[src/source/rvCorePkg.sv]
`default_nettype none

package rvCorePkg;

  localparam int xlen = 32;
  localparam int imemDepthLog2 = 8; // 256 words
  localparam int dmemDepthLog2 = 10; // 1 KiB of bytes

  typedef logic [xlen-1:0] wordT;
  typedef logic [4:0] regIndexT;
  typedef logic [31:0] instrT;

  localparam logic [6:0] opR = 7'b0110011;
  localparam logic [6:0] opImm = 7'b0010011;
  localparam logic [6:0] opLoad = 7'b0000011;
  localparam logic [6:0] opStore = 7'b0100011;
  localparam logic [6:0] opBranch = 7'b1100011;
  localparam logic [6:0] opJal = 7'b1101111;
  localparam logic [6:0] opJalr = 7'b1100111;
  localparam logic [6:0] opLui = 7'b0110111;
  localparam logic [6:0] opAuipc = 7'b0010111;

  localparam logic [2:0] funct3AddSub = 3'b000;
  localparam logic [2:0] funct3Sll = 3'b001;
  localparam logic [2:0] funct3Slt = 3'b010;
  localparam logic [2:0] funct3Sltu = 3'b011;
  localparam logic [2:0] funct3Xor = 3'b100;
  localparam logic [2:0] funct3SrlSra = 3'b101;
  localparam logic [2:0] funct3Or = 3'b110;
  localparam logic [2:0] funct3And = 3'b111;

  localparam logic [2:0] funct3Lb = 3'b000;
  localparam logic [2:0] funct3Lh = 3'b001;
  localparam logic [2:0] funct3Lw = 3'b010;
  localparam logic [2:0] funct3Lbu = 3'b100;
  localparam logic [2:0] funct3Lhu = 3'b101;
  localparam logic [2:0] funct3Sb = 3'b000;
  localparam logic [2:0] funct3Sh = 3'b001;
  localparam logic [2:0] funct3Sw = 3'b010;

  localparam logic [2:0] funct3Beq = 3'b000;
  localparam logic [2:0] funct3Bne = 3'b001;
  localparam logic [2:0] funct3Blt = 3'b100;
  localparam logic [2:0] funct3Bge = 3'b101;
  localparam logic [2:0] funct3Bltu = 3'b110;
  localparam logic [2:0] funct3Bgeu = 3'b111;

  typedef enum logic [3:0] {
    aluAdd, aluSub, aluXor, aluOr, aluAnd, aluSll,
    aluSrl, aluSra, aluSlt, aluSltu, aluPassB, aluAddPc
  } aluOpT;

  typedef enum logic [1:0] {
    fwdNone, fwdMem, fwdWb
  } forwardT;

  typedef struct packed {
    logic regWrite;
    logic memRead;
    logic memWrite;
    logic memToReg;
    logic aluSrc;
    logic branch;
    logic jump;
    logic linkPc; // rd gets pc+4
    aluOpT aluOp;
    logic [2:0] memSize; // funct3, also the branch kind
  } ctrlT;

  typedef struct packed {
    logic valid;
    wordT pc;
    instrT instr;
  } ifIdT;

  typedef struct packed {
    logic valid;
    wordT pc;
    regIndexT rs1;
    regIndexT rs2;
    regIndexT rd;
    wordT rs1Data;
    wordT rs2Data;
    wordT imm;
    ctrlT ctrl;
  } idExT;

  typedef struct packed {
    logic valid;
    wordT pc;
    regIndexT rd;
    wordT aluResult;
    wordT storeData;
    wordT target;
    logic zero;
    logic less;
    ctrlT ctrl;
  } exMemT;

  typedef struct packed {
    logic valid;
    wordT pc;
    regIndexT rd;
    wordT result;
    ctrlT ctrl;
  } memWbT;

  typedef struct packed {
    logic valid;
    logic isStore;
    regIndexT rd;
    wordT address;
    wordT data;
  } commitT;

endpackage

`default_nettype wire
[src/source/registerFile.sv]
`timescale 1ns/1ps
`default_nettype none

module registerFile
(
  input  logic clock,
  input  logic reset,
  input  rvCorePkg::regIndexT readIndexA,
  input  rvCorePkg::regIndexT readIndexB,
  output rvCorePkg::wordT readDataA,
  output rvCorePkg::wordT readDataB,
  input  logic writeEnable,
  input  rvCorePkg::regIndexT writeIndex,
  input  rvCorePkg::wordT writeData
);

  rvCorePkg::wordT regs [32];
  logic writeLive;

  assign writeLive = writeEnable && (writeIndex != '0); // x0 stays zero

  always_ff @(posedge clock)
  begin
    if (reset)
      regs <= '{default: '0};
    else if (writeLive)
      regs[writeIndex] <= writeData;
  end

  assign readDataA = (writeLive && writeIndex == readIndexA) ? writeData : regs[readIndexA];
  assign readDataB = (writeLive && writeIndex == readIndexB) ? writeData : regs[readIndexB];

endmodule

`default_nettype wire

[config.mk]
export PLATFORM = sky130hd
export DESIGN_NAME = registerFile
export DESIGN_NICKNAME = d
export VERILOG_FILES = /design/src/source/rvCorePkg.sv /design/src/source/registerFile.sv
export SDC_FILE = /design/constraint.sdc
export NUM_CORES = 2
export LEC_CHECK = 0
export BUFFER_PORTS_ARGS = -buffer_cell sky130_fd_sc_hd__clkbuf_2
export CORE_MARGIN = 8
export CORE_UTILIZATION = 24
export CTS_BUF_LIST = sky130_fd_sc_hd__clkbuf_4 sky130_fd_sc_hd__clkbuf_8
export DETAILED_ROUTE_END_ITERATION = 12
export PLACE_DENSITY = 0.41
export SLEW_MARGIN = 20
export SYNTH_ARGS = -nofsm -noshare
export SYNTH_HDL_FRONTEND = slang
export SYNTH_SLANG_ARGS = --single-unit
[constraint.sdc]
create_clock -name clock -period 2.6 [get_ports clock]
set_input_delay 0.26 -clock clock [delete_from_list [all_inputs] [get_ports clock]]
set_output_delay 0.26 -clock clock [all_outputs]
set_load 0.02 [all_outputs]
# After elaboration in Yosys (flattened, before gate mapping)
# Cells that the tools add are included.
dict set report word_totals {
  inputBits 50
  output_inout_bits 64
  register_bits 1024
}
dict set report classes {
  order_cmp 4
  n_reduce_logical 5
  bitwise 3
  n_eq_ne 2
  muxes 11
}
# operator n
set ops {}
lappend ops {{1024-bit bitwise mux} 1}
lappend ops {{32-bit binary-select mux with 5-bit select} 2}
lappend ops {{32-bit 2-to-1 mux} 7}
lappend ops {{32-bit demux with 5-bit select} 1}
lappend ops {{6-bit >= comparator (second input constant)} 3}
lappend ops {{5-bit inverter with 6-bit output} 3}
lappend ops {{5-bit == test} 2}
lappend ops {{6-bit by 1-bit less-than comparator with 1-bit output (second input constant)} 1}
lappend ops {{5-bit nonzero test} 1}
lappend ops {{1-bit logical AND} 4}

# Depth between registers and ports, before layout
dict set report depth {
  depth_word 6
  depth_mapped 8
  mapped_depth_nobuf 4
}

# Worst setup path before layout
# Ideal clock, no wire load.
dict set report synth_path {
  kind {input to output}
  from {input port writeIndex[3]}
  to {output port readDataA[9]}
  stages 6
  arrival_ps 1940
  n_path_buf 2
  setup_slack_ps 400
  required_ps 2340
  cell_sequence {buf_2 -> or3_4 -> o31ai_4 -> nor4_4 -> buf_6 -> o31ai_1}
}
dict set report synth_between {
  elab_chain_len 4
  word_cells_on_any_way 5
  cone_classes {eq/ne (1); mux (1); reduce/logical (3)}
}
# element line
set synth_rtl {}
lappend synth_rtl {{start: declaration} registerFile.sv:13} ;# input rvCorePkg::regIndexT writeIndex,
lappend synth_rtl {{5-bit nonzero test} registerFile.sv:20} ;# assign writeLive = writeEnable && (writeIndex != '0);
lappend synth_rtl {{1-bit logical AND} registerFile.sv:20}
lappend synth_rtl {{1-bit logical AND *} registerFile.sv:30} ;# assign readDataA = (writeLive && writeIndex == readIndexA) ? writeData : regs[readIndexA];
lappend synth_rtl {{32-bit 2-to-1 mux *} registerFile.sv:30}
lappend synth_rtl {{end: declaration} registerFile.sv:10} ;# output rvCorePkg::wordT readDataA,
# Every way passes the cells marked *; elsewhere a longest branch is shown, timed or not.

# Final worst setup path
dict set report layout_path {
  from {register regs[391] in the netlist's numbering}
  to {output port readDataB[7]}
}
dict set report layout_between {
  elab_chain_len 4
}
# element line
set layout_rtl {}
lappend layout_rtl {{start: declaration} registerFile.sv:17} ;# rvCorePkg::wordT regs [32];
lappend layout_rtl {{start signal: indexed assignment} registerFile.sv:27} ;# regs[writeIndex] <= writeData;
lappend layout_rtl {{32-bit binary-select mux with 5-bit select} registerFile.sv:31} ;# assign readDataB = (writeLive && writeIndex == readIndexB) ? writeData : regs[readIndexB];
lappend layout_rtl {{32-bit 2-to-1 mux (implied by the code) (2 in series)} registerFile.sv:31}
lappend layout_rtl {{32-bit 2-to-1 mux} registerFile.sv:31}
lappend layout_rtl {{end: declaration} registerFile.sv:11} ;# output rvCorePkg::wordT readDataB,
# Every way passes these cells. The select of a mux whose other input is x is not followed.

==> impl_metrics.tcl <==
set metrics [dict create \
    drcViolationCount 0 \
    syn_to_final_growth_pct 30.1 \
    syn_inst 5657 \
    start_util 0.241 \
    vias_per_cell 5.16 \
    synthDistinctLibCells 40 \
    mostFrequentLayoutCells "1987 x nand2_1, 992 x a21oi_1, 840 x dfxtp_1" \
    vias 45900 \
    violations "setup timing" \
    wire_per_inst_um 25.9 \
    largest_reg_flops 1024 \
    endpoint "readDataB[7]" \
    clockBufferDepth 3 \
    clk_pin_slew_ps 80 \
    clk_latency_ps 910 \
    numCtsBuffers 180 \
    final-hold-violation-count 0 \
    cts.sinks 1024 \
    post-route-period-util 1.13 \
    final_layout_size_suffix_gt1_frac 0.343 \
    gp_congestion 0.849 \
    io_buffers 113 \
    required_ps 2340 \
    rr_startpoint "regs[713]$_SDFFE_PP0P_" \
    critical_path_class "reg2out" \
    die_w_um 477 \
    dp.cells 8580 \
    p_total_uw 37200 \
    cts_tree "built" \
    syn_area_per_cell_um2 9.03 \
    max-cap-violations 0 \
    synth_warnings 0 \
    setup_slack_ps -341 \
    endpoint_kind "output port" \
    p_leak_uw 0.0219 \
    wirelength_mm 231 \
    max_freq_ghz 0.340 \
    top_register "regs" \
    grt_overflow 0 \
    tightest_slew_ps 684 \
    layout_commonest_cell "nand2_1" \
    holdWs_ps 133 \
    reg2reg_depth 3 \
    power_density_nw_per_um2 560 \
    root_buffer "clkbuf_8" \
    grt_util_all_layers 0.194 \
    start_kind "flip-flop" \
    regArea_um2 20700 \
    crit_fanout 3 \
    fill_cells 21800 \
    antenna_found_initial 6 \
    dieArea_um2 228000 \
    syn-cell-area_um2 51100 \
    grt_max_degree 111 \
    relSlewSlack 0.544 \
    drt_first_pass_iters 7 \
    grt_pass1_wl_mm 331 \
    fp.dieH_um 477 \
    rrSetupSlack_ps 1880 \
    seq_area_frac_synth 0.401 \
    synth_ff_type "dfxtp_1" \
    synth_seq_cells 1024 \
    htree_levels 4 \
    hp-class "in2reg" \
    syn_nets 5707 \
    io_pins 114 \
    grt_pass1_vias 45000 \
    rsz0062_at_grt "true" \
    ys_async_sr_fraction 0 \
    synth_edf_count 0 \
    drtAntennaViolNets 0 \
    cp.arrival_ps 2680 \
    fin_cells 8905 \
    outcome "finished, violations left" \
    final_core_utilization 0.314 \
    crit_start "regs[391]$_SDFFE_PP0P_" \
    final_nets 5995 \
    setup-violations-final 64 \
    largest_registers "regs x1024" \
    final_max_slew_viol_count 0 \
    multiInputGateArea_um2 30600 \
    reg2reg_to "regs[713]$_SDFFE_PP0P_" \
    skew_ps 0 \
    coreArea_um2 212000 \
    dpl.hpwl_mm 150 \
    vdd_ir_drop_max_mv 0.544 \
    setup_tns_ps -15070 \
    rows 169 \
    first_iter_violations 4585 \
    fin_crit_ps 2940 \
]
routing by layer:
layer	track usage	vias up	part of all wire
met5	0	-	0.000087
li1	-	20500	-
met2	0.318	1608	0.48
met4	0.0785	2	0.038
met1	0.254	23400	0.42
met3	0.0308	422	0.061
cell families after synthesis:
kind of cell	Yosys count	share of synthesized area
mux	579	0.242
xor+xnor	10	0.00171
buf+inv	595	0.0547
simple gates	2199	0.171
flops	1024	0.401
compound gates	1250	0.129
worst min-delay path by stage:
stage | start | endpoint | cells past startpoint
2_1_floorplan | writeData[0] | regs[0]$_SDFFE_PP0P_ | 2
3_3_place_gp | regs[82]$_SDFFE_PP0P_ | regs[82]$_SDFFE_PP0P_ | 2
3_5_place_dp | regs[973]$_SDFFE_PP0P_ | regs[973]$_SDFFE_PP0P_ | 2
4_1_cts | writeData[27] | regs[347]$_SDFFE_PP0P_ | 4
5_1_grt | writeData[27] | regs[219]$_SDFFE_PP0P_ | 4
6_report | writeData[27] | regs[315]$_SDFFE_PP0P_ | 4
synthesized netlist by cell type, drive strengths merged, types with 5 or more instances:
library cell | n | share of area
nor2 | 34 | 0.0025
nor2b | 32 | 0.0039
nand3 | 7 | 0.00069
nor4 | 64 | 0.0084
xnor2 | 6 | 0.0010
nand3b | 12 | 0.0018
mux2 | 66 | 0.017
o22ai | 253 | 0.031
a21oi | 992 | 0.097
nor3b | 5 | 0.00073
mux4 | 511 | 0.23
nand2 | 2018 | 0.15
buf | 186 | 0.025
and3b | 6 | 0.0010
clkbuf | 408 | 0.030
or3b | 10 | 0.0017
dfxtp | 1024 | 0.40
power breakdown:
group	internal (µW)	total (µW)	switching [µW]
sequential	15800	15900	82.4
combinational	2100	5080	2970
clock	9000	16300	7250
per-stage QoR:
stage          worst slack [ps]  instance area [µm²]
3_5_place_dp               -346                59000
4_1_cts                    -471                65500
2_1_floorplan               400                51100
5_1_grt                    -374                66500
6_report                   -341                66500
3_3_place_gp               -373                59000
area by class of cell:
type,count,share of cell area
clock buffers,296,0.0555
repair buffers,700,0.117
multi-input cells,4038,0.460
diodes,3,0.000113
clock inverters,22,0.00250
well taps,2821,0.0531
inverters,1,0.0000565
flip-flops and latches,1024,0.312
worst max-delay path, stage by stage, from the launching register on:
cell and delay (ps):
dfxtp_1 330, mux4_2 470, o22ai_1 350, nor4_4 150, mux2_4 300, buf_8 130
timing repair:
| item | 4_1_cts | 5_1_grt |
|---|---|---|
| setup buffers | 2 | 2 |
| pin swaps | 63 | 84 |
| setup endpoints to repair | 64 | 64 |
| gates resized for setup | 500 | 313 |
| hold endpoints to repair | 805 | 0 |
| hold buffers | 32 | 0 |
Power figures use the tool's default switching activity.
