**src/source/rvCorePkg.sv**
```systemverilog
`default_nettype none

package rvCorePkg;

  localparam int xlen = 32;
  localparam int imemDepthLog2 = 8; // 256 words
  localparam int dmemDepthLog2 = 10; // 1 KiB of bytes

  typedef logic [xlen-1:0] wordT;
  typedef logic [4:0] regIndexT;
  typedef logic [31:0] instrT;

  localparam logic [6:0] opR = 7'b0110011;
  localparam logic [6:0] opImm = 7'b0010011;
  localparam logic [6:0] opLoad = 7'b0000011;
  localparam logic [6:0] opStore = 7'b0100011;
  localparam logic [6:0] opBranch = 7'b1100011;
  localparam logic [6:0] opJal = 7'b1101111;
  localparam logic [6:0] opJalr = 7'b1100111;
  localparam logic [6:0] opLui = 7'b0110111;
  localparam logic [6:0] opAuipc = 7'b0010111;

  localparam logic [2:0] funct3AddSub = 3'b000;
  localparam logic [2:0] funct3Sll = 3'b001;
  localparam logic [2:0] funct3Slt = 3'b010;
  localparam logic [2:0] funct3Sltu = 3'b011;
  localparam logic [2:0] funct3Xor = 3'b100;
  localparam logic [2:0] funct3SrlSra = 3'b101;
  localparam logic [2:0] funct3Or = 3'b110;
  localparam logic [2:0] funct3And = 3'b111;

  localparam logic [2:0] funct3Lb = 3'b000;
  localparam logic [2:0] funct3Lh = 3'b001;
  localparam logic [2:0] funct3Lw = 3'b010;
  localparam logic [2:0] funct3Lbu = 3'b100;
  localparam logic [2:0] funct3Lhu = 3'b101;
  localparam logic [2:0] funct3Sb = 3'b000;
  localparam logic [2:0] funct3Sh = 3'b001;
  localparam logic [2:0] funct3Sw = 3'b010;

  localparam logic [2:0] funct3Beq = 3'b000;
  localparam logic [2:0] funct3Bne = 3'b001;
  localparam logic [2:0] funct3Blt = 3'b100;
  localparam logic [2:0] funct3Bge = 3'b101;
  localparam logic [2:0] funct3Bltu = 3'b110;
  localparam logic [2:0] funct3Bgeu = 3'b111;

  typedef enum logic [3:0] {
    aluAdd, aluSub, aluXor, aluOr, aluAnd, aluSll,
    aluSrl, aluSra, aluSlt, aluSltu, aluPassB, aluAddPc
  } aluOpT;

  typedef enum logic [1:0] {
    fwdNone, fwdMem, fwdWb
  } forwardT;

  typedef struct packed {
    logic regWrite;
    logic memRead;
    logic memWrite;
    logic memToReg;
    logic aluSrc;
    logic branch;
    logic jump;
    logic linkPc; // rd gets pc+4
    aluOpT aluOp;
    logic [2:0] memSize; // funct3, also the branch kind
  } ctrlT;

  typedef struct packed {
    logic valid;
    wordT pc;
    instrT instr;
  } ifIdT;

  typedef struct packed {
    logic valid;
    wordT pc;
    regIndexT rs1;
    regIndexT rs2;
    regIndexT rd;
    wordT rs1Data;
    wordT rs2Data;
    wordT imm;
    ctrlT ctrl;
  } idExT;

  typedef struct packed {
    logic valid;
    wordT pc;
    regIndexT rd;
    wordT aluResult;
    wordT storeData;
    wordT target;
    logic zero;
    logic less;
    ctrlT ctrl;
  } exMemT;

  typedef struct packed {
    logic valid;
    wordT pc;
    regIndexT rd;
    wordT result;
    ctrlT ctrl;
  } memWbT;

  typedef struct packed {
    logic valid;
    logic isStore;
    regIndexT rd;
    wordT address;
    wordT data;
  } commitT;

endpackage

`default_nettype wire
```
**src/source/controlMain.sv**
```systemverilog
`timescale 1ns/1ps
`default_nettype none

module controlMain
(
  input  rvCorePkg::instrT instruction,
  output rvCorePkg::ctrlT control,
  output rvCorePkg::wordT immediate
);

  logic [6:0] opcode;
  logic [2:0] funct3;
  logic altFunct;
  rvCorePkg::aluOpT arithOp;
  rvCorePkg::aluOpT branchOp;

  assign opcode = instruction[6:0];
  assign funct3 = instruction[14:12];
  assign altFunct = instruction[30]; // funct7 bit for sub and sra

  always_comb
  begin
    case (funct3)
      rvCorePkg::funct3AddSub:
        arithOp = (altFunct && opcode == rvCorePkg::opR) ? rvCorePkg::aluSub : rvCorePkg::aluAdd;
      rvCorePkg::funct3Sll: arithOp = rvCorePkg::aluSll;
      rvCorePkg::funct3Slt: arithOp = rvCorePkg::aluSlt;
      rvCorePkg::funct3Sltu: arithOp = rvCorePkg::aluSltu;
      rvCorePkg::funct3Xor: arithOp = rvCorePkg::aluXor;
      rvCorePkg::funct3SrlSra: arithOp = altFunct ? rvCorePkg::aluSra : rvCorePkg::aluSrl;
      rvCorePkg::funct3Or: arithOp = rvCorePkg::aluOr;
      rvCorePkg::funct3And: arithOp = rvCorePkg::aluAnd;
      default: arithOp = rvCorePkg::aluAdd;
    endcase
  end

  always_comb
  begin
    case (funct3)
      rvCorePkg::funct3Blt, rvCorePkg::funct3Bge: branchOp = rvCorePkg::aluSlt;
      rvCorePkg::funct3Bltu, rvCorePkg::funct3Bgeu: branchOp = rvCorePkg::aluSltu;
      default: branchOp = rvCorePkg::aluSub; // beq, bne
    endcase
  end

  always_comb
  begin
    control = '0;
    control.memSize = funct3;
    case (opcode)
      rvCorePkg::opR:
      begin
        control.regWrite = 1'b1;
        control.aluOp = arithOp;
      end
      rvCorePkg::opImm:
      begin
        control.regWrite = 1'b1;
        control.aluSrc = 1'b1;
        control.aluOp = arithOp;
      end
      rvCorePkg::opLoad:
      begin
        control.regWrite = 1'b1;
        control.memRead = 1'b1;
        control.memToReg = 1'b1;
        control.aluSrc = 1'b1;
      end
      rvCorePkg::opStore:
      begin
        control.memWrite = 1'b1;
        control.aluSrc = 1'b1;
      end
      rvCorePkg::opBranch:
      begin
        control.branch = 1'b1;
        control.aluOp = branchOp;
      end
      rvCorePkg::opJal:
      begin
        control.regWrite = 1'b1;
        control.jump = 1'b1;
        control.linkPc = 1'b1;
      end
      rvCorePkg::opJalr:
      begin
        control.regWrite = 1'b1;
        control.jump = 1'b1;
        control.linkPc = 1'b1;
        control.aluSrc = 1'b1; // alu forms rs1+imm target
      end
      rvCorePkg::opLui:
      begin
        control.regWrite = 1'b1;
        control.aluSrc = 1'b1;
        control.aluOp = rvCorePkg::aluPassB;
      end
      rvCorePkg::opAuipc:
      begin
        control.regWrite = 1'b1;
        control.aluSrc = 1'b1;
        control.aluOp = rvCorePkg::aluAddPc;
      end
      default: control = '0;
    endcase
  end

  always_comb
  begin
    case (opcode)
      rvCorePkg::opStore:
        immediate = {{20{instruction[31]}}, instruction[31:25], instruction[11:7]};
      rvCorePkg::opBranch:
        immediate = {{19{instruction[31]}}, instruction[31], instruction[7],
                     instruction[30:25], instruction[11:8], 1'b0};
      rvCorePkg::opJal:
        immediate = {{11{instruction[31]}}, instruction[31], instruction[19:12],
                     instruction[20], instruction[30:21], 1'b0};
      rvCorePkg::opLui, rvCorePkg::opAuipc:
        immediate = {instruction[31:12], 12'b0};
      default:
        immediate = {{20{instruction[31]}}, instruction[31:20]};
    endcase
  end

endmodule

`default_nettype wire

```
**config.mk**
```make
export PLATFORM = sky130hd
export DESIGN_NAME = controlMain
export DESIGN_NICKNAME = d
export VERILOG_FILES = /design/src/source/rvCorePkg.sv /design/src/source/controlMain.sv
export SDC_FILE = /design/constraint.sdc
export NUM_CORES = 1
export LEC_CHECK = 0
export BUFFER_PORTS_ARGS = -buffer_cell sky130_fd_sc_hd__buf_2
export CAP_MARGIN = 20
export CORE_MARGIN = 5
export CORE_UTILIZATION = 37
export DETAILED_ROUTE_END_ITERATION = 8
export GPL_ROUTABILITY_DRIVEN = 0
export PLACE_DENSITY = 0.87
export SYNTH_ARGS = -nofsm -noshare
export SYNTH_HDL_FRONTEND = slang
export SYNTH_SLANG_ARGS = --single-unit
export TNS_END_PERCENT = 20
```
**constraint.sdc**
```tcl
create_clock -name vclk -period 2.9
set_input_delay 0.58 -clock vclk [all_inputs]
set_output_delay 0.58 -clock vclk [all_outputs]
set_load 0.05 [all_outputs]
```
After elaboration in Yosys (flattened, before gate mapping) --
Cells that the tools add are included.
Storage, ports and cells: flip-flop bits (word level) 0, input bits 32, output and inout bits 47, word-level logic and storage cells 39
Cells by class: eq/ne operators 16, mux-type cells 13, reductions and logical operators 10
Operator list (count):
- $pmux 31 s4 | 1
- $pmux 4 s8 | 1
- $eq 7x6->1 const B | 3
- $eq 7x7->1 const B | 3
- $pmux 4 s4 | 1
- $eq 7x5->1 const B | 2
- $eq 3x3->1 const B | 4
- $reduce_or 2->1 | 5
- $reduce_or 9->1 | 1
- $pmux 4 s2 | 1
- $eq 7x2->1 const B | 1
- $mux 1 | 7
- $reduce_or 7->1 | 1
- $eq 3x2->1 const B | 2
- $reduce_or 6->1 | 1
- $eq 3x1->1 const B | 1
- $logic_not 3->1 | 1
- $mux 3 | 1
- $mux 2 | 1
- $logic_and 1x1->1 | 1

Longest topological paths before layout --
depth after elaboration 5, gate-level depth with buffers 6, depth with buffers taken out 3

Worst setup path before layout --
Ideal clock, no wire load.
kind input-to-output, start input port instruction[3], end output port immediate[0], arrival 2.661 ns, path slack -0.341 ns, stages 5, path through buf_2 nand4bb_1 or2_2 clkbuf_1 o32ai_1
On the way: word-level cells in the longest chain between the ends 3, elaborated cells between the ends (all ways) 7, those cells by class 5 x eq/ne; 1 x mux; 1 x reduce/logical
RTL lines:
- from (decl) | line controlMain.sv:6 | input rvCorePkg::instrT instruction,
- $eq 7x6->1 / $eq 7x5->1 (equally long branches) | line controlMain.sv:110 | case (opcode)
- $reduce_or 2->1 | line controlMain.sv:110
- $pmux 31 s4 (*) | line controlMain.sv:110
- to (decl) | line controlMain.sv:8 | output rvCorePkg::wordT immediate
Mark *: on every way between the ends. The rest lies on a longest branch, timed or not.

Worst setup path after layout --
start input port instruction[4], end output port immediate[17]
Same word-level chain as after synthesis.

==> metrics.md <==
| Metric | Value |
|---|---|
| Status | completed |
| Crit path DAT | ~2.1 ns |
| Cells resized by post-CTS repair | 0 |
| Fill count | 214 |
| Final slew viol count | 0 |
| Clkbuf count | 0 |
| Hold Path Class | in2out |
| RSZ-0062 raised after global routing | false |
| Met2 routed WL | approximately 1300 um |
| Crit-path cells | buf_2 > or3b_1 > a21oi_4 > mux2_2 > buf_2 |
| Layout net count | 213 |
| Drt wl/cell | 12.6 um |
| Hold_buf cts | 0 |
| Worst Path Class, Setup | in2out |
| Max Fclk | 373 MHz |
| Vias in the first global route | ~920 |
| Post-CTS setup buffers | 0 |
| Number of sequential cells | 0 |
| I/O Buffers | 79 |
| Most used cell, CP | buf_2 |
| First-pass GRT wire length | roughly 4000 um |
| Initial Util | 0.380 |
| Antenna viol nets, final | 0 |
| Netlist Area Pre-Place | between 700 and 800 um2 |
| Die Y | 54.4 um |
| Post-route cell area | between 0.001 and 0.0015 mm2 |
| Setup violations, final | 0 |
| Min-Delay Endpoint | immediate[31] |
| Worst hold start | instruction[31] |
| Final wirelength | ~2600 um |
| Antenna diodes | 0 |
| CP max FO | 10 |
| FP Rows | 16 |
| Worst Hold Path Cells | 2 |
| Worst setup SP type | primary input |
| # Max-Cap Violations | 0 |
| DP HPWL | around 2200 um |
| Yosys top cell area share | 0.113 |
| Multi-input gate area | roughly 630 um2 |
| Largest net degree at the start of global routing | 20 |
| Critical path endpoint category | output pin |
| Crit-path max cell delay | around 0.42 ns |
| Post-synth top area cell | a21o_1 |
| P_leak | about 0.00068 uW |
| Routed vias/inst | around 5 |
| Top sig layer | met3 |
| Core Region | between 0.0015 and 0.002 mm2 |
| Syn Area/Cell | around 6.9 um2 |
| PwrDens | about 200 mW/mm2 |
| Syn Inst Count | between 100 and 150 |
| Max VDD drop | roughly 0.17 mV |
| M1 WL | roughly 1100 um |
| Final hold violations | 0 |
| Die area | approximately 0.0030 mm2 |
| IO Pins | 79 |
| DRT iter0 DRCs | 9 |
| Register area | 0 um2 |
| Syn_nets | about 140 |
| Fraction of layout cells with a size suffix above 1 | 0.525 |
| Via count | 1038 |
| Tcrit/Tclk final | 0.925 |
| Initial antenna violation count | 0 |
| Register area share after synthesis | 0 |
| Global route overflow | 0 |
| Req. time, crit path | about 2.3 ns |
| Worst Tran Pin Value | 0.364 ns |
| Placed cell areas | about 0.0011 mm2 |
| Final worst path period need | about 2.7 ns |
| Critical-path top delay cell | or3b_1 |
| Synth top area cells | a21o_1 (11%), mux2i_1 (9.6%), mux2_2 (7.7%) |
| Relative slew slack | 0.757 |
| Post-synthesis cell type count | 37 |
| Drt drc | 0 |
| First-pass DRT Iterations | 4 |
| Total power | between 200 and 250 uW |
| Die Span X | 54.4 um |
| Synthesis-to-finish area growth | 55.4% |
| Ys Warns | 0 |
| Met3 wire length | 210 um |
| GRT Util Overall | 0.169 |
-- per-layer routing --
metal	track usage	vias to the layer above
met4	0.00415	0
met3	0.0191	0
met2	0.283	36
li1	-	533
met1	0.244	469
met5	0	-
-- cells in the final DEF (no fill, tap or decap), types with 2 or more instances in the layout --
| master | n |
|---|---|
| nor2b_1 | 7 |
| nor3_1 | 2 |
| nand2_1 | 4 |
| mux2i_1 | 7 |
| o2111ai_1 | 2 |
| a21o_1 | 11 |
| nand3_1 | 3 |
| o21ai_0 | 7 |
| nor2_1 | 6 |
| inv_1 | 11 |
| nand3b_1 | 4 |
| buf_2 | 79 |
| a211o_1 | 2 |
| mux2_2 | 5 |
| buf_4 | 5 |
| a211oi_1 | 3 |
| a21oi_1 | 2 |
-- synthesized netlist by cell type (2+ instances only) --
master / instances
inv_1: 11
nand3b_1: 4
nor3_1: 2
o21ai_0: 7
mux2i_1: 7
buf_6: 2
o32ai_1: 2
buf_2: 2
clkbuf_1: 4
nor2b_1: 7
a211o_1: 2
nor2_1: 6
mux2_2: 5
o2111ai_1: 2
buf_4: 3
nand3_1: 3
a21oi_1: 2
a21o_1: 11
a211oi_1: 3
nand2_1: 4
-- critical path, delay by kind of cell --
| family | cells | cell delay, ns |
|---|---|---|
| compound gates | 1 | 0.35 |
| buf+inv | 2 | 0.37 |
| mux | 1 | 0.38 |
| simple gates | 1 | 0.42 |
-- cell type report --
cell class / instances / share of cell area
multi-input cells: 84 / 0.552
inverters: 11 / 0.0364
repair buffers: 84 / 0.382
well taps: 27 / 0.0298
-- power by group --
group / internal (uW) / leakage [uW] / switching, uW
sequential: 0 / 0 / 0
combinational: 63.6 / 0.000678 / 163
clock: 0 / 0 / 0
total: 63.6 / 0.000678 / 163
-- metrics by stage --
stage | instances | setup slack [ns] | hold WS, ns | util | setup TNS [ns]
floorplan | 106 | -0.145 | 1.33 | - | -0.384
global placement | 206 | 0.256 | 1.52 | 0.590 | 0
detailed placement | 206 | 0.207 | 1.52 | 0.590 | 0
CTS | 206 | 0.208 | 1.53 | 0.590 | 0
global route | 206 | 0.140 | 1.54 | 0.590 | 0
finish | 206 | 0.217 | 1.53 | 0.590 | 0
-- cell families (layout without fill, tap and decap cells) --
kind of cell | after synthesis | after routing | share of synthesized area
AOI/OAI and AO/OA | 36 | 36 | 0.376
buffers and inverters | 22 | 95 | 0.153
muxes | 12 | 12 | 0.173
and+or+nand+nor | 36 | 36 | 0.298
-- how the worst max path moves through the flow --
stage                         startpoint       endpoint  slack (ns)
after floorplan           instruction[3]  immediate[11]       -0.14
after global placement    instruction[4]  immediate[15]        0.26
after detailed placement  instruction[4]  immediate[17]        0.21
after CTS                 instruction[4]  immediate[17]        0.21
after global routing      instruction[4]  immediate[17]        0.14
final                     instruction[4]  immediate[17]        0.22
(Power assumes the default switching activity.)
