## src/source/rvCorePkg.sv

```systemverilog
`default_nettype none

package rvCorePkg;

  localparam int xlen = 32;
  localparam int imemDepthLog2 = 8; // 256 words
  localparam int dmemDepthLog2 = 10; // 1 KiB of bytes

  typedef logic [xlen-1:0] wordT;
  typedef logic [4:0] regIndexT;
  typedef logic [31:0] instrT;

  localparam logic [6:0] opR = 7'b0110011;
  localparam logic [6:0] opImm = 7'b0010011;
  localparam logic [6:0] opLoad = 7'b0000011;
  localparam logic [6:0] opStore = 7'b0100011;
  localparam logic [6:0] opBranch = 7'b1100011;
  localparam logic [6:0] opJal = 7'b1101111;
  localparam logic [6:0] opJalr = 7'b1100111;
  localparam logic [6:0] opLui = 7'b0110111;
  localparam logic [6:0] opAuipc = 7'b0010111;

  localparam logic [2:0] funct3AddSub = 3'b000;
  localparam logic [2:0] funct3Sll = 3'b001;
  localparam logic [2:0] funct3Slt = 3'b010;
  localparam logic [2:0] funct3Sltu = 3'b011;
  localparam logic [2:0] funct3Xor = 3'b100;
  localparam logic [2:0] funct3SrlSra = 3'b101;
  localparam logic [2:0] funct3Or = 3'b110;
  localparam logic [2:0] funct3And = 3'b111;

  localparam logic [2:0] funct3Lb = 3'b000;
  localparam logic [2:0] funct3Lh = 3'b001;
  localparam logic [2:0] funct3Lw = 3'b010;
  localparam logic [2:0] funct3Lbu = 3'b100;
  localparam logic [2:0] funct3Lhu = 3'b101;
  localparam logic [2:0] funct3Sb = 3'b000;
  localparam logic [2:0] funct3Sh = 3'b001;
  localparam logic [2:0] funct3Sw = 3'b010;

  localparam logic [2:0] funct3Beq = 3'b000;
  localparam logic [2:0] funct3Bne = 3'b001;
  localparam logic [2:0] funct3Blt = 3'b100;
  localparam logic [2:0] funct3Bge = 3'b101;
  localparam logic [2:0] funct3Bltu = 3'b110;
  localparam logic [2:0] funct3Bgeu = 3'b111;

  typedef enum logic [3:0] {
    aluAdd, aluSub, aluXor, aluOr, aluAnd, aluSll,
    aluSrl, aluSra, aluSlt, aluSltu, aluPassB, aluAddPc
  } aluOpT;

  typedef enum logic [1:0] {
    fwdNone, fwdMem, fwdWb
  } forwardT;

  typedef struct packed {
    logic regWrite;
    logic memRead;
    logic memWrite;
    logic memToReg;
    logic aluSrc;
    logic branch;
    logic jump;
    logic linkPc; // rd gets pc+4
    aluOpT aluOp;
    logic [2:0] memSize; // funct3, also the branch kind
  } ctrlT;

  typedef struct packed {
    logic valid;
    wordT pc;
    instrT instr;
  } ifIdT;

  typedef struct packed {
    logic valid;
    wordT pc;
    regIndexT rs1;
    regIndexT rs2;
    regIndexT rd;
    wordT rs1Data;
    wordT rs2Data;
    wordT imm;
    ctrlT ctrl;
  } idExT;

  typedef struct packed {
    logic valid;
    wordT pc;
    regIndexT rd;
    wordT aluResult;
    wordT storeData;
    wordT target;
    logic zero;
    logic less;
    ctrlT ctrl;
  } exMemT;

  typedef struct packed {
    logic valid;
    wordT pc;
    regIndexT rd;
    wordT result;
    ctrlT ctrl;
  } memWbT;

  typedef struct packed {
    logic valid;
    logic isStore;
    regIndexT rd;
    wordT address;
    wordT data;
  } commitT;

endpackage

`default_nettype wire
```

## src/source/aluUnit.sv

```systemverilog
`timescale 1ns/1ps
`default_nettype none

module aluUnit
(
  input  rvCorePkg::aluOpT operation,
  input  rvCorePkg::wordT operandA,
  input  rvCorePkg::wordT operandB,
  input  rvCorePkg::wordT pc,
  output rvCorePkg::wordT result,
  output logic zero,
  output logic less
);

  logic [rvCorePkg::xlen:0] difference; // top bit is the borrow
  logic lessSigned;
  logic lessUnsigned;
  logic [4:0] shamt;

  assign difference = {1'b0, operandA} - {1'b0, operandB};
  assign lessUnsigned = difference[rvCorePkg::xlen];
  assign lessSigned = (operandA[rvCorePkg::xlen-1] != operandB[rvCorePkg::xlen-1]) ?
                      operandA[rvCorePkg::xlen-1] : difference[rvCorePkg::xlen-1];
  assign shamt = operandB[4:0];

  assign zero = (difference[rvCorePkg::xlen-1:0] == '0);
  assign less = (operation == rvCorePkg::aluSltu) ? lessUnsigned : lessSigned;

  always_comb
  begin
    case (operation)
      rvCorePkg::aluAdd: result = operandA + operandB;
      rvCorePkg::aluSub: result = difference[rvCorePkg::xlen-1:0];
      rvCorePkg::aluXor: result = operandA ^ operandB;
      rvCorePkg::aluOr: result = operandA | operandB;
      rvCorePkg::aluAnd: result = operandA & operandB;
      rvCorePkg::aluSll: result = operandA << shamt;
      rvCorePkg::aluSrl: result = operandA >> shamt;
      rvCorePkg::aluSra: result = rvCorePkg::wordT'($signed(operandA) >>> shamt);
      rvCorePkg::aluSlt: result = {{(rvCorePkg::xlen-1){1'b0}}, lessSigned};
      rvCorePkg::aluSltu: result = {{(rvCorePkg::xlen-1){1'b0}}, lessUnsigned};
      rvCorePkg::aluPassB: result = operandB; // lui
      rvCorePkg::aluAddPc: result = pc + operandB; // auipc
      default: result = '0;
    endcase
  end

endmodule

`default_nettype wire

```

## config.mk

```make
export PLATFORM = sky130hd
export DESIGN_NAME = aluUnit
export DESIGN_NICKNAME = d
export VERILOG_FILES = /design/src/source/rvCorePkg.sv /design/src/source/aluUnit.sv
export SDC_FILE = /design/constraint.sdc
export NUM_CORES = 1
export LEC_CHECK = 0
export BUFFER_PORTS_ARGS = -buffer_cell sky130_fd_sc_hd__buf_2
export CAP_MARGIN = 20
export CELL_PAD_IN_SITES_DETAIL_PLACEMENT = 1
export CELL_PAD_IN_SITES_GLOBAL_PLACEMENT = 1
export CORE_ASPECT_RATIO = 1.4
export CORE_MARGIN = 2
export CORE_UTILIZATION = 41
export DETAILED_ROUTE_END_ITERATION = 8
export PLACE_DENSITY_LB_ADDON = 0.25
export REMOVE_ABC_BUFFERS = 1
export SLEW_MARGIN = 20
export SYNTH_ARGS = -nofsm -noshare
export SYNTH_HDL_FRONTEND = slang
export SYNTH_SLANG_ARGS = --single-unit
```

## constraint.sdc

```tcl
create_clock -name vclk -period 5.65
set_clock_uncertainty 0.1 [all_clocks]
set_input_delay 0.2825 -clock vclk [all_inputs]
set_output_delay 0.2825 -clock vclk [all_outputs]
set_load 0.1 [all_outputs]
```

== Word-level counts from Yosys, hierarchy flattened ==
Cells that the tools add are included.
Widths: inputs -> output; s select.
Word-level totals
  register bits: 0
  bits of input ports: 100
  output and inout bits: 34
  logic and storage cells: 26
Cells by class
  add/sub/neg operators: 3
  equality and inequality tests: 12
  shifts and indexed selects: 3
  multiplexer cells: 3
  bitwise operators: 3
  reduce and logical (&&, ||, !) cells: 2
Operator list (number)
  $pmux 32 s12: 1
  $add 32x32->32: 2
  $sub 32x32->33: 1
  $and 32x32->32: 1
  $logic_not 32->1: 1
  $or 32x32->32: 1
  $shl 32x5->32: 1
  $shr 32x5->32: 1
  $sshr 32x5->32: 1
  $xor 32x32->32: 1
  $eq 4x3->1 const B: 4
  $eq 4x4->1 const B: 4
  $eq 4x2->1 const B: 2
  $eq 4x1->1 const B: 1
  $logic_not 4->1: 1
  $mux 1: 2
  $ne 1x1->1: 1

== Logic depth before layout (Yosys ltp) ==
Gate-level depths: netlist of the first run.
  depth in word-level cells: 3
  depth in mapped cells: 23
  mapped depth without buffers: 20

== Least setup slack after synthesis of the first run ==
OpenSTA, ideal clock, no wires.
  path type: input to output
  start: input port operandB[1]
  end: output port zero
  arrival time: 7.726 ns
  required time: 5.268 ns
  setup slack: -2.458 ns
  stages: 23
  buffers on the path: 3
  cells stage by stage: buf_2 -> buf_2 -> inv_1 -> clkbuf_1 -> ha_1 -> or2_2 -> a2111oi_2 -> o31a_1 -> o21ai_0 -> o211ai_1 -> nand2_1 -> nand2b_1 -> a21oi_1 -> o31a_1 -> fa_1 -> nand3_1 -> a21oi_1 -> nand4_1 -> nor4_1 -> o2111ai_1 -> nor4_1 -> nand4_1 -> nor4_1
On the way
  longest elaborated chain between the ends: 2
Ends and longest elaborated chain
  from (decl): line aluUnit.sv:8  | input rvCorePkg::wordT operandB,
  $sub 32x32->33: line aluUnit.sv:20  | assign difference = {1'b0, operandA} - {1'b0, operandB};
  $logic_not 32->1: line aluUnit.sv:26  | assign zero = (difference[rvCorePkg::xlen-1:0] == '0);
  to (decl): line aluUnit.sv:11  | output logic zero,
Every way passes these cells.

== Worst setup path in the final report of the first run ==
  start: input port operation[0]
  end: output port result[26]
On the way
  longest elaborated chain between the ends: 2
  elaborated cells on any way between the ends: 13
  classes of those cells: eq/ne (11); mux (1); reduce/logical (1)
Ends and longest elaborated chain
  from (decl): line aluUnit.sv:6  | input rvCorePkg::aluOpT operation,
  $eq 4x4->1 (tied with other cells): line aluUnit.sv:31  | case (operation)
  $pmux 32 s12 *: line aluUnit.sv:31
  to (decl): line aluUnit.sv:10  | output rvCorePkg::wordT result,
Every way passes the cells marked *; elsewhere a longest branch is shown, timed or not.

==> results.txt, run 1 <==
status = finished, final reports clean
CP Capture Point = result[26]
total global routing overflow = 0
Worst EP required = 5.27 ns
HPWL after detailed placement = 36.8 mm
synthesized instance count = 1334
Detailed Routing Iterations Pass 1 = 5
part of the power in registers = 0%
seq_cells = 0
total power divided by cell area = 134 mW/mm2
Syn Area/Cell = 7.28 um2
Power Internal = 0.488 mW
die height = 186 um
Distinct cells, synth = 79
FF/Latch Area = 0 um2
# IOs = 134
Min-Delay Path Class = in2out
CLK BUF = 0
Post-DP Area = 0.0110 mm2
Worst-Margin Slew = 1.14 ns
GP Congestion = 0.989
final core occ = 47.4%
Routed Antenna Nets = 0
Overall Global Routing Usage = 36.2%
Clock power frac = 0%
fillcell total = 3023
number of port buffers = 134
Tmin final = 5.39 ns
Initial Utilization = 41.7%
CP Launch Type = input port
post-synthesis cell area = 0.00971 mm2
final WL = 46.0 mm
Residual DRC = 0
Pins Over Slew Limit = 0
vias in the first global route = 11800
Layout area overhead = 13.8%
Max Cap Violations = 0
Crit Path Max Fanout = 20
Leakage = 4.91 nW
critical setup path kind = in2out
CP max stage delay = 0.58 ns
Combinational Power Share = 100.0%
final hold violation count = 0
critical path data arrival time = 5.01 ns
Sw Ratio = 67.1%
final worst slack = 0.259 ns
Design Area, Final = 0.0110 mm2
global-route wire length before repair = 69.9 mm
initial antenna violation count = 0
Final #Nets = 1679
Total Die Area = 0.0249 mm2
CP Cell Sequence = buf_2 -> nand4b_1 -> mux2_2 -> ha_1 -> inv_1 -> fa_1 -> nor2b_1 -> o31ai_1 -> a31oi_1 -> a22oi_1 -> o211ai_1 -> a41oi_1 -> nor3_1 -> nor4_1 -> o311ai_0 -> buf_12
crit path capture type = output pin
routed len/inst = 26.3 um
die width = 134 um
Peak VDD IR = 0.119 mV
Highest Clock Rate = 0.186 GHz
Final period util = 95.4%
critical path startpoint = operation[0]
Syn. warnings = 0
Slowest-stage cell, CP = o311ai_0
Via-to-Cell Ratio = 6.63
slew margin rel. = 23.9%
# rows = 66
layout cells sized above 1 = 21.6%
commonest non-fill, non-tap cell in the layout = nor2_1
multi-input logic area = 0.00907 mm2
final setup fails = 0
Setup WS pre-CTS = -0.0783 ns
pin count of the biggest net entering global routing = 71
most frequent cells in the layout = nor2_1, ha_1, buf_2, a21oi_1, nand2_1
Vias = 11600
initial DRC count = 1058
sequential fraction of the synthesis area = 0%
Core ar. = 0.0233 mm2
Sw Pwr = 0.993 mW
diodes inserted = 0
-- worst max-delay path: cells and delay by family --
kind / cells / cell delay (ns)
adders and majority gates: 2 / 0.73
AOI/OAI and AO/OA: 6 / 2.15
muxes: 1 / 0.30
and+or+nand+nor: 4 / 0.86
buffers and inverters: 3 / 0.66
-- synth_stat cells, types with 22 or more instances --
master,instances,area (um2)
xnor2_1,31,272
a22oi_1,24,180
nor2_1,155,582
a21oi_1,104,521
clkbuf_1,61,229
mux2i_1,46,460
o21ai_0,96,480
mux2_2,39,439
nand3_1,29,145
ha_1,133,1660
mux4_2,56,1260
inv_1,96,360
o211ai_1,22,165
nand2_1,98,368
nor3_1,30,150
-- power groups by stage --
stage	Clock (mW)	Combinational, mW	Sequential (mW)
2_1_floorplan	0	0.955	0
3_3_place_gp	0	1.43	0
3_5_place_dp	0	1.45	0
4_1_cts	0	1.46	0
5_1_grt	0	1.57	0
6_report	0	1.48	0
-- repair_timing --
item | CTS | global route
endpoints found under the setup margin | 1 | 1
resized for setup | 1 | 5
pin swaps | 1 | 5
setup buffers | 1 | 1
hold endpoints to repair | 0 | 0
hold buffers | 0 | 0
-- stage by stage --
step	std cells	hold slack, ns	setup TNS [ns]	total power [mW]
after CTS	1746	1.10	0	1.46
final	1747	1.10	0	1.48
after detailed placement	1745	1.10	-0.0783	1.45
after global routing	1747	1.14	-0.00494	1.57
after global placement	1745	1.10	0	1.43
after floorplan	1252	1.03	-9.82	0.955
-- worst min-delay path by stage --
stage,to,cells past startpoint,slack [ns],startpoint
2_1_floorplan,result[20],2,1.03,operation[2]
3_3_place_gp,result[27],5,1.10,operandB[27]
3_5_place_dp,result[27],5,1.10,operandB[27]
4_1_cts,result[27],5,1.10,operandB[27]
5_1_grt,result[27],5,1.14,operandB[27]
6_report,result[27],5,1.10,operandB[27]
-- final cells by class --
type	instances	share of cell area, %
multi-input cells	1155	82.1
inverters	97	3.30
repair buffers	189	11.1
well taps	306	3.47
-- logic make-up after synthesis --
kind of cell | synth area share (%)
mux | 22.3
compound gates | 28.9
buf+inv | 7.13
xor+xnor | 4.24
simple gates | 19.7
fa+ha+maj | 17.8
-- layer usage --
| metal | GRT usage (%) | wire length (um) | up-vias |
|---|---|---|---|
| li1 | - | - | 5217 |
| met5 | 0 | 0 | - |
| met4 | 19.1 | 2900 | 0 |
| met3 | 2.72 | 2620 | 148 |
| met2 | 64.4 | 22800 | 479 |
| met1 | 43.6 | 17700 | 5744 |
Power figures use the tool's default switching activity.
==> inputs of run 2 (changes only) <==
--- a/config.mk
+++ b/config.mk
@@ -10,7 +10,7 @@
 export CELL_PAD_IN_SITES_DETAIL_PLACEMENT = 1
 export CELL_PAD_IN_SITES_GLOBAL_PLACEMENT = 1
 export CORE_ASPECT_RATIO = 1.4
-export CORE_MARGIN = 2
+export CORE_MARGIN = 8
 export CORE_UTILIZATION = 41
 export DETAILED_ROUTE_END_ITERATION = 8
 export PLACE_DENSITY_LB_ADDON = 0.25
==> run 2 against run 1 <==
  * Global-route usage decreased by 4.7 points
  * Highest routed layer unchanged
  * Non-clock buffer count decreased by 2
  * Flip-flop and latch count unchanged
  * Count of clock-buffer cells in the layout unchanged
  * Cell count decreased by 0.11%
  * Largest cell class unchanged
  * Worst hold slack got worse by 0.0057 ns
  * Power increased by 0.39%
  * First-iteration DRC count increased by 0.95%
  * Via count increased by 0.34%
  * Cell area decreased by 0.25%
  * Wire length increased by 3.4%
==> results.txt, run 2 (synthesis gave the netlist of run 1 again) <==
status = finished, final reports clean
Max Cap Violations = 0 (unchanged)
Combinational Power Share = 100.0% (about the same)
Worst-Margin Slew = 1.00 ns (-0.133 ns)
Initial Utilization = 41.7% (unchanged)
die width = 146 um (+9.0%)
final cell count without fillers = 1745 (-0.11%)
Final period util = 94.8% (-0.59 points)
part of the power in registers = 0% (unchanged)
Core ar. = 0.0233 mm2 (unchanged)
Tmin final = 5.36 ns (-0.0335 ns)
Sw Ratio = 67.4% (+0.30 points)
final WL = 47.5 mm (+3.4%)
pin count of the biggest net entering global routing = 71 (unchanged)
global-route wire length before repair = 71.7 mm (+2.6%)
# rows = 66 (unchanged)
critical setup path kind = in2out
multi-input logic area = 0.00906 mm2 (about the same)
Placed Cells = 1743 (-0.11%)
final setup fails = 0 (unchanged)
RSZ-0062 raised after global routing = no
initial DRC count = 1068 (+0.95%)
Overall Global Routing Usage = 31.5% (-4.7 points)
commonest non-fill, non-tap cell in the layout = nor2_1
Leakage = 4.89 nW (-0.27%)
Via-to-Cell Ratio = 6.66 (+0.45%)
Vias = 11600 (+0.34%)
die height = 198 um (+6.5%)
Slowest-stage cell, CP = fa_1
CP Cell Sequence = buf_2 -> inv_1 -> ha_1 -> or2_2 -> a2111oi_4 -> o31a_1 -> o21ai_1 -> o211ai_1 -> nand2_1 -> nand2b_1 -> a21oi_1 -> o31a_1 -> fa_1 -> nand3_1 -> a21oi_1 -> nand4_1 -> nor4_2 -> o2111ai_1 -> nor4_1 -> nand4_1 -> nor4_2 -> buf_4 -> buf_12
diodes inserted = 0 (unchanged)
Sw Pwr = 1.00 mW (+0.83%)
slew margin rel. = 32.6% (+8.7 points)
Residual DRC = 0 (unchanged)
number of port buffers = 134 (unchanged)
Final #Nets = 1677 (-0.12%)
final core occ = 47.3% (-0.12 points)
most frequent cells in the layout = nor2_1, ha_1, buf_2, a21oi_1, nand2_1
GP Congestion = 1.02 (+2.8%)
seq_cells = 0 (unchanged)
CLK BUF = 0 (unchanged)
fillcell total = 3056 (+1.1%)
Min-Delay Path Class = in2out
Layout area overhead = 13.5%
Power Internal = 0.485 mW (-0.51%)
Pins Over Slew Limit = 0 (unchanged)
Highest Clock Rate = 0.187 GHz (+0.63%)
final hold violation count = 0 (unchanged)
Clock power frac = 0% (unchanged)
CP Launch Type = input port
Routed Antenna Nets = 0 (unchanged)
layout cells sized above 1 = 21.3% (-0.25 points)
critical path data arrival time = 4.97 ns (-0.04 ns)
crit path capture type = output pin
routed len/inst = 27.2 um (+3.5%)
CP max stage delay = 0.53 ns (-0.05 ns)
initial antenna violation count = 0 (unchanged)
Setup TNS = 0 ns (unchanged)
Post-DP Area = 0.0110 mm2 (-0.18%)
Worst EP required = 5.27 ns (about the same)
vias in the first global route = 11900 (+0.90%)
FF/Latch Area = 0 um2 (unchanged)
total power divided by cell area = 135 mW/mm2 (+0.64%)
Peak VDD IR = 0.102 mV (-15%)
Design Area, Final = 0.0110 mm2 (-0.25%)
HPWL after detailed placement = 38.3 mm (+3.9%)
Total Die Area = 0.0289 mm2 (+16%)
total global routing overflow = 0 (unchanged)
Crit Path Max Fanout = 3 (-85%)
# IOs = 134 (unchanged)
Detailed Routing Iterations Pass 1 = 5 (unchanged)
## run 2: changes by cell type in the layout (fill, tap and decap cells not counted)
cell     change
buf_6        -1
buf_4        -1
o21ai_2      -1
nor3_1       +1
nor3_2       -1
o21ai_1      +1
## run 2: per-layer routing
layer  global-route usage [%]  vias to the layer above  wire, um  part of all wire (%)
met3                     4.04                      126      2680                   5.6
li1                         -                     5212         -                     -
met4                     14.5                        0      2470                   5.2
met1                     35.7                     5831     18300                    38
met5                        0                        -         0                     0
met2                     57.8                      458     24100                    51
## run 2: per-stage QoR
stage | worst slack, ns | power [mW] | hold slack [ns]
final | 0.293 | 1.49 | 1.09
after global routing | 0.00702 | 1.57 | 1.15
after floorplan | -2.96 | 0.955 | 1.03
after CTS | 0.0872 | 1.47 | 1.10
after detailed placement | -0.169 | 1.46 | 1.10
after global placement | 0.154 | 1.44 | 1.11
## run 2: layout make-up
type,count,share of cell area (%)
multi-input combinational,1155,82.3
timing repair buffer,187,11.0
tap,306,3.48
inverter,97,3.31
## run 2: worst paths after layout
path	from	to	slack, ns	cells after the start
max	operandB[1]	zero	0.29	23
min	operandB[25]	result[25]	1.09	6
## run 2: repair_timing
item	in CTS	in global routing
gates cloned	0	0
buffers inserted	2	0
endpoints found under the setup margin	1	1
gates resized for setup	1	3
pin swaps	2	3
hold buffers	0	0
## run 2: power groups by stage
stage	clock network, mW	registers (mW)	logic [mW]
2_1_floorplan	0	0	0.955
3_3_place_gp	0	0	1.44
3_5_place_dp	0	0	1.46
4_1_cts	0	0	1.47
5_1_grt	0	0	1.57
6_report	0	0	1.49
## run 2: worst max-delay path: cells and delay by family
kind                       cells  cell delay, ns
AOI/OAI and AO/OA              8            1.67
buffers and inverters          4            0.55
adders and majority gates      2            0.78
and+or+nand+nor                9            1.69
